[config.mk]
export PLATFORM = sky130hd
export DESIGN_NAME = hudTop
export DESIGN_NICKNAME = d
export VERILOG_FILES = /design/src/hdl/videoPkg.sv /design/src/hdl/gamePkg.sv /design/src/hdl/pixelIf.sv /design/src/hdl/pixelScanner.sv /design/src/hdl/gameControl.sv /design/src/hdl/lifeIconDrawer.sv /design/src/hdl/iconBitmap.sv /design/src/hdl/layerMux.sv /design/src/hdl/hudTop.sv
export SDC_FILE = /design/constraint.sdc
export NUM_CORES = 1
export LEC_CHECK = 0
export ABC_CLOCK_PERIOD_IN_PS = 5140
export BUFFER_PORTS_ARGS = -buffer_cell sky130_fd_sc_hd__buf_2
export CAP_MARGIN = 0
export CORE_MARGIN = 8
export CORE_UTILIZATION = 61
export CTS_CLUSTER_SIZE = 16
export DETAILED_ROUTE_END_ITERATION = 10
export PLACE_DENSITY = 0.87
export SLEW_MARGIN = 20
export SYNTH_ARGS = -nofsm -noshare
export SYNTH_HDL_FRONTEND = slang
export SYNTH_SLANG_ARGS = --single-unit
[constraint.sdc]
create_clock -name clk -period 5.14 [get_ports clk]
set_clock_uncertainty 0.1 [all_clocks]
set_input_delay 0 -clock clk [delete_from_list [all_inputs] [get_ports clk]]
set_output_delay 0 -clock clk [all_outputs]
set_load 0.01 [all_outputs]
[src/hdl/videoPkg.sv]
`default_nettype none

package videoPkg;

	// raster size, one pixel per clock
	localparam int screenWidth = 64;
	localparam int screenHeight = 32;
	localparam int coordWidth = 7; // wide enough for both counters

	// life icons sit in a row near the top right
	localparam int numIcons = 3;
	localparam int iconSize = 8; // square icon, pixels per side
	localparam int iconTopY = 2; // shared top row
	localparam int iconLeftX0 = 30; // icon 0, leftmost
	localparam int iconLeftX1 = 40;
	localparam int iconLeftX2 = 50; // icon 2, first to go

	// 8-bit packed color word
	typedef logic [7:0] color_t;

	localparam color_t iconColor = 8'h5B; // life icon fill
	localparam color_t transparentColor = 8'hFF; // reserved, never shown
	localparam color_t backgroundColor = 8'h00; // normal play
	localparam color_t gameOverColor = 8'hE0; // red screen once lives are gone

endpackage

`default_nettype wire

[src/hdl/gamePkg.sv]
`default_nettype none

package gamePkg;

	// game flow states
	typedef enum logic [1:0] {
		stIdle, // attract mode, only a restart leaves it
		stPlay,
		stOver
	} gameState_t;

	// event opcodes, strobed with eventValid
	typedef enum logic [1:0] {
		evNone,
		evDie,
		evPrize,
		evRestart
	} eventCode_t;

	typedef logic [1:0] lives_t; // life count, 0 to maxLives

	localparam lives_t maxLives = 2'd3; // also the count after restart

endpackage

`default_nettype wire

[src/hdl/pixelIf.sv]
`timescale 1ns/1ps
`default_nettype none

interface pixelIf ();
	import videoPkg::*;

	logic [coordWidth-1:0] pixelX; // current column
	logic [coordWidth-1:0] pixelY; // current row
	logic active; // scanner is running
	logic frameStart; // pixel (0,0) cycle

	// scanner side
	modport source (output pixelX, pixelY, active, frameStart);

	// consumers of the raster position
	modport sink (input pixelX, pixelY, active, frameStart);

endinterface

`default_nettype wire

[src/hdl/pixelScanner.sv]
`timescale 1ns/1ps
`default_nettype none

module pixelScanner (
	input logic clk,
	input logic resetN,
	pixelIf.source pix
);
	import videoPkg::*;

	localparam logic [coordWidth-1:0] lastX = coordWidth'(screenWidth - 1); // last column
	localparam logic [coordWidth-1:0] lastY = coordWidth'(screenHeight - 1); // last row

	logic [coordWidth-1:0] colCnt; // column counter
	logic [coordWidth-1:0] rowCnt; // row counter
	logic running; // set on the first clock out of reset

	always_ff @(posedge clk or negedge resetN) begin
		if (!resetN) begin
			colCnt <= '0; // park at (0,0) so frameStart shows up at once
			rowCnt <= '0;
			running <= 1'b0;
		end else begin
			running <= 1'b1;
			if (colCnt == lastX) begin // end of line
				colCnt <= '0;
				if (rowCnt == lastY) begin // end of frame
					rowCnt <= '0;
				end else begin
					rowCnt <= rowCnt + 1'b1;
				end
			end else begin
				colCnt <= colCnt + 1'b1;
			end
		end
	end

	assign pix.pixelX = colCnt;
	assign pix.pixelY = rowCnt;
	assign pix.active = running;
	assign pix.frameStart = (colCnt == '0) && (rowCnt == '0); // one cycle per frame

endmodule

`default_nettype wire

[src/hdl/gameControl.sv]
`timescale 1ns/1ps
`default_nettype none

module gameControl (
	input logic clk,
	input logic resetN,
	input logic eventValid,
	input gamePkg::eventCode_t eventCode,
	output gamePkg::lives_t lives,
	output logic gameOver
);
	import gamePkg::*;

	gameState_t state; // current game state
	gameState_t stateNext;
	lives_t livesNext;

	// next state and next life count from the event strobe
	always_comb begin
		stateNext = state;
		livesNext = lives;
		if (eventValid) begin
			if (eventCode == evRestart) begin // restart wins from any state
				stateNext = stPlay;
				livesNext = maxLives;
			end else begin
				case (state)
					stPlay: begin
						if (eventCode == evDie) begin
							if (lives <= lives_t'(1)) begin // last life lost
								livesNext = '0;
								stateNext = stOver;
							end else begin
								livesNext = lives - 1'b1;
							end
						end else if (eventCode == evPrize && lives < maxLives) begin
							livesNext = lives + 1'b1; // saturates at maxLives
						end
					end
					stOver, stIdle: begin
						// die and prize are dropped here, only a restart leaves
					end
					default: begin
						stateNext = stPlay;
					end
				endcase
			end
		end
	end

	always_ff @(posedge clk or negedge resetN) begin
		if (!resetN) begin
			state <= stPlay; // game starts running with full lives
			lives <= maxLives;
			gameOver <= 1'b0;
		end else begin
			state <= stateNext;
			lives <= livesNext; // one cycle from strobe to new count
			gameOver <= (stateNext == stOver); // registered decode of stOver
		end
	end

endmodule

`default_nettype wire

[src/hdl/lifeIconDrawer.sv]
`timescale 1ns/1ps
`default_nettype none

module lifeIconDrawer (
	input logic clk,
	input logic resetN,
	pixelIf.sink pix,
	input gamePkg::lives_t lives,
	output logic drawRequest,
	output logic [videoPkg::coordWidth-1:0] offsetX,
	output logic [videoPkg::coordWidth-1:0] offsetY
);
	import videoPkg::*;
	import gamePkg::*;

	// left columns indexed by icon number
	localparam int iconLeftX [numIcons] = '{iconLeftX0, iconLeftX1, iconLeftX2};

	lives_t livesSnap; // lives as seen by the whole current frame
	logic inRows; // pixel lies in the icon row band
	logic hit; // pixel inside an enabled bracket
	logic [coordWidth-1:0] hitX; // offset from bracket top left
	logic [coordWidth-1:0] hitY;

	// snapshot once per frame so icons never tear mid-frame
	always_ff @(posedge clk or negedge resetN) begin
		if (!resetN) begin
			livesSnap <= maxLives;
		end else if (pix.frameStart) begin
			livesSnap <= lives;
		end
	end

	always_comb begin
		hit = 1'b0;
		hitX = '0;
		hitY = '0;
		inRows = (int'(pix.pixelY) >= iconTopY) &&
			(int'(pix.pixelY) < iconTopY + iconSize); // same rows for all icons
		// walk right to left, so the leftmost enabled bracket is applied last
		for (int k = numIcons - 1; k >= 0; k--) begin
			if (pix.active && inRows && (int'(livesSnap) > k) &&
					(int'(pix.pixelX) >= iconLeftX[k]) &&
					(int'(pix.pixelX) < iconLeftX[k] + iconSize)) begin
				hit = 1'b1;
				hitX = pix.pixelX - coordWidth'(iconLeftX[k]);
				hitY = pix.pixelY - coordWidth'(iconTopY);
			end
		end
	end

	always_ff @(posedge clk or negedge resetN) begin
		if (!resetN) begin
			drawRequest <= 1'b0;
		end else begin
			drawRequest <= hit; // first pipeline stage
		end
	end

	// offsets go to zero outside the brackets
	always_ff @(posedge clk) begin
		offsetX <= hitX;
		offsetY <= hitY;
	end

endmodule

`default_nettype wire

[src/hdl/iconBitmap.sv]
`timescale 1ns/1ps
`default_nettype none

module iconBitmap (
	input logic clk,
	input logic resetN,
	input logic drawRequest,
	input logic [videoPkg::coordWidth-1:0] offsetX,
	input logic [videoPkg::coordWidth-1:0] offsetY,
	output videoPkg::color_t iconRgb,
	output logic iconRequest
);
	import videoPkg::*;

	localparam logic [coordWidth-1:0] lastOffset = coordWidth'(iconSize - 1);

	logic edgeX; // on left or right column of the icon
	logic edgeY; // on top or bottom row
	logic opaque; // requested pixel that is not a corner

	// filled square with the four corners knocked out
	assign edgeX = (offsetX == '0) || (offsetX == lastOffset);
	assign edgeY = (offsetY == '0) || (offsetY == lastOffset);
	assign opaque = drawRequest && !(edgeX && edgeY);

	always_ff @(posedge clk or negedge resetN) begin
		if (!resetN) begin
			iconRequest <= 1'b0;
		end else begin
			iconRequest <= opaque; // second pipeline stage
		end
	end

	always_ff @(posedge clk) begin
		iconRgb <= opaque ? iconColor : transparentColor;
	end

endmodule

`default_nettype wire

[src/hdl/layerMux.sv]
`timescale 1ns/1ps
`default_nettype none

module layerMux (
	input logic clk,
	input logic resetN,
	input videoPkg::color_t iconRgb,
	input logic iconRequest,
	input logic gameOver,
	output videoPkg::color_t rgb
);
	import videoPkg::*;

	color_t backColor; // background layer color

	assign backColor = gameOver ? gameOverColor : backgroundColor; // slow state, no resync

	always_ff @(posedge clk or negedge resetN) begin
		if (!resetN) begin
			rgb <= backgroundColor;
		end else if (iconRequest) begin
			rgb <= iconRgb; // icon layer on top
		end else begin
			rgb <= backColor; // third pipeline stage
		end
	end

endmodule

`default_nettype wire

[src/hdl/hudTop.sv]
`timescale 1ns/1ps
`default_nettype none

module hudTop (
	input logic clk,
	input logic resetN,
	input logic eventValid,
	input gamePkg::eventCode_t eventCode,
	output logic [videoPkg::coordWidth-1:0] pixelX,
	output logic [videoPkg::coordWidth-1:0] pixelY,
	output logic frameStart,
	output gamePkg::lives_t lives,
	output logic gameOver,
	output videoPkg::color_t rgb
);
	import videoPkg::*;

	pixelIf pixBus (); // raster position bus

	logic drawRequest; // drawer to bitmap
	logic [coordWidth-1:0] offsetX;
	logic [coordWidth-1:0] offsetY;
	color_t iconRgb; // bitmap to mux
	logic iconRequest;

	pixelScanner pixelScanner_i (
		.clk(clk),
		.resetN(resetN),
		.pix(pixBus.source)
	);

	gameControl gameControl_i (
		.clk(clk),
		.resetN(resetN),
		.eventValid(eventValid),
		.eventCode(eventCode),
		.lives(lives),
		.gameOver(gameOver)
	);

	lifeIconDrawer lifeIconDrawer_i (
		.clk(clk),
		.resetN(resetN),
		.pix(pixBus.sink),
		.lives(lives),
		.drawRequest(drawRequest),
		.offsetX(offsetX),
		.offsetY(offsetY)
	);

	iconBitmap iconBitmap_i (
		.clk(clk),
		.resetN(resetN),
		.drawRequest(drawRequest),
		.offsetX(offsetX),
		.offsetY(offsetY),
		.iconRgb(iconRgb),
		.iconRequest(iconRequest)
	);

	layerMux layerMux_i (
		.clk(clk),
		.resetN(resetN),
		.iconRgb(iconRgb),
		.iconRequest(iconRequest),
		.gameOver(gameOver),
		.rgb(rgb)
	);

	assign pixelX = pixBus.pixelX; // rgb for this position comes 3 cycles later
	assign pixelY = pixBus.pixelY;
	assign frameStart = pixBus.frameStart;

endmodule

`default_nettype wire

==> results.md <==
* Switching Share at 23.7%
* Die ar. at around 6000 µm²
* # Post-CTS Setup Buffers at 0
* Final count of hold timing violations at 0
* Gate power share at 11.6%
* Worst-skew pair later-pin latency at 290 ps
* Post-synth EDFFs at 0
* Mapped Area at 2320 µm²
* Fin crit share at 52.0%
* R2r startpoint: pixelScanner_i.pix.pixelX[3]
* Max Fanout on Critical Path at 14
* Sw power at 171 µW
* Post-Route Setup TNS at 0 ps
* FFs w/ async S/R, synth at 65.1%
* Synth top area share at 24.8%
* Max_cap viols at 0
* Most frequent cells in the layout: buf_2, dfrtp_1, nor2_1, inv_1, ha_1
* Area of the multi-input gates at about 1200 µm²
* CTS sink count at 43
* Layout Nets at 288
* Synth top area cells: dfrtp_1, dfxtp_1, ha_1
* Initial antenna violation count at 0
* DR pass1 iterations at 4
* Slew margin rel. at 51.2%
* Reg power frac at 52.7%
* IO Pins at 31
* Clock Power Share at 35.7%
* Starting Density at 63.4%
* CP arrival at roughly 2800 ps
* Residual DRC at 0
* F_max at 374 MHz
* Worst r2r dst: lifeIconDrawer_i.offsetX[2]
* Hold Path Depth at 3
* Grt ovf at 0
* Synth cell types at 59
* Core ar. at 3660 µm²
* CTS tree: built
* Share of the yosys chip area belonging to registers at between 40% and 50%
* Worst Hold Path EP: gameControl_i.state[1]
* Post-detailed-route count of antenna-violating nets at 0
* Power Internal at around 550 µW
* Avg WL per Cell at 15.3 µm
* Met3 Track Usage GR at under 10%
* Critical path class: reg2reg
* Clock slew at reported path FFs at 80 ps
* Post-CTS resize count at 0
* # fillers at 276
* Post-synthesis register bit count at 43
* Leading cell type in the layout, fill and taps excluded: buf_2
* Die H at 77.7 µm
* Worst-case reg-to-reg path depth at 7
* Hold Path Origin: eventCode[1]
* Minimum clock period at 2670 ps
* Clock tree buffer depth at 2
* Gr busiest metal: met2
* Htree depth at 2
* RSZ-0062 raised after global routing: no
* Via/cell ratio at 5.62
* Ratio of cells with drive above 1 in the final layout at 21.3%
* CTS buffer count at 5
* Via Count at 1770
* Worst slew pin tran at 728 ps
* Register area at 1010 µm²
* Final WL at 4.82 mm
* Global routing usage on met2 at 27.2%
* DRT iter0 DRCs at 89
* # setup viols final at 0
* Routability Congestion at 0.862
* Post-DP HPWL at 3.44 mm
* Hold Path Class: in2reg
* Power per Cell Area at roughly 270 nW/µm²
* Row count at 22
* Tot GR Track Use at 16.4%
* Final Max Slew Viols at 0
* Vias in the first global route at roughly 1.8k
* CP endpoint kind: flop
* LEAKAGE at ~0.0013 µW
* Root buffer cell: clkbuf_8
* Largest net degree at the start of global routing at 29
* Placed Area at 2450 µm²
* Max IR drop VDD at 0.208 mV
* I/O Buffers at 30
* Met1 usage in global routing at between 10% and 20%
* Top FF cell, synth: dfrtp_1
* Ys Warns at 0
* Syn_nets at about 260
* R2r setup slk at roughly 2500 ps
* Req. time, crit path at 5220 ps
* Status: finished, final reports clean
* Die X at roughly 78 µm
* Design Area, Final at 2630 µm²
* Post-CTS Hold Buffers at 6
* CP startpoint kind: flop
* Syn avg cell area at 9.88 µm²
* Post-Syn Instances at 235
* Antenna diodes at 0
* Area Overhead vs Synth at 13.2%
* Post-synth top area cell: dfrtp_1
* First-pass GRT wire length at 8.02 mm
[worst max-delay path by stage]
| stage | start | endpoint | slack, ps |
|---|---|---|---|
| after floorplan | pixelScanner_i.pix.pixelX[3] | lifeIconDrawer_i.offsetX[2] | 2530 |
| after global placement | pixelScanner_i.pix.pixelX[4] | lifeIconDrawer_i.offsetX[2] | 2560 |
| after detailed placement | pixelScanner_i.pix.pixelX[1] | pixelScanner_i.pix.pixelY[5] | 2490 |
| after CTS | pixelScanner_i.pix.pixelX[1] | pixelScanner_i.pix.pixelY[5] | 2460 |
| after global routing | pixelScanner_i.pix.pixelX[3] | lifeIconDrawer_i.offsetX[2] | 2340 |
| final | pixelScanner_i.pix.pixelX[3] | lifeIconDrawer_i.offsetX[2] | 2470 |
[worst max-delay path, stage by stage (launching register included)]
cell and delay, ps:
dfrtp_1 620, inv_1 220, ha_1 250, a21bo_1 180, a2111o_1 450, or2_1 320, nor3b_1 170, a221o_1 250
[Yosys cell counts (all sizes together) (3+ instances only)]
cell type   n
dfrtp      23
nor2       21
inv        19
ha         17
dfxtp      15
nand2      15
o21ai      11
buf         9
xnor2       9
nor3        7
nand4       6
dfstp       5
nand3       5
nor2b       5
a21oi       4
and3        4
mux2        4
nand2b      4
nor4        4
o31ai       4
clkbuf      3
nor4b       3
or2         3
[stage by stage]
step	util (%)	worst slack (ps)	hold slack [ps]	std cells	power (µW)
after CTS	71.7	2460	5.85	315	725
final	71.8	2470	21.3	315	720
after detailed placement	67.0	2490	-50.3	301	463
after global routing	71.8	2340	24.9	315	752
after global placement	67.0	2560	-65.4	301	459
after floorplan	-	2530	-396	235	433
[cell type report]
cell class | instances | area share (%)
inverters | 19 | 2.71
well taps | 48 | 2.28
repair buffers | 36 | 8.00
clock buffers | 5 | 2.62
flip-flops and latches | 43 | 38.3
multi-input cells | 161 | 44.4
clock inverters | 3 | 1.67
[metal layers]
| layer | vias up | wire length [µm] |
|---|---|---|
| li1 | 877 | - |
| met1 | 849 | 2150 |
| met2 | 39 | 2380 |
| met3 | 5 | 218 |
| met4 | 0 | 68 |
| met5 | - | 0 |
[state kept, by name, summed over array words and instances (netlist names)]
register                      cells
lifeIconDrawer_i.offsetY          7
layerMux_i.rgb                    4
lifeIconDrawer_i.livesSnap        2
pixelScanner_i.pix.pixelY         7
pixelScanner_i.pix.pixelX         7
iconBitmap_i.iconRequest          1
gameControl_i.state               2
lifeIconDrawer_i.drawRequest      1
gameControl_i.gameOver            1
pixelScanner_i.pix.active         1
gameControl_i.lives               2
iconBitmap_i.iconRgb              1
lifeIconDrawer_i.offsetX          7
[cell families after synthesis]
logic type	Yosys count	synth area share [%]
simple gates	87	21.1
flops	43	43.4
compound gates	40	13.1
buf+inv	31	6.57
fa+ha+maj	17	9.16
xor+xnor	11	4.15
mux	5	2.37
other cells	1	0.161
[power by group through the flow]
stage / clock network (µW) / registers [µW] / logic (µW)
after floorplan: 0 / 389 / 43.6
after global placement: 0 / 385 / 74.0
after detailed placement: 0 / 386 / 76.9
after CTS: 261 / 379 / 84.4
after global routing: 276 / 382 / 94.5
final: 257 / 380 / 83.5
Power figures use the tool's default switching activity.
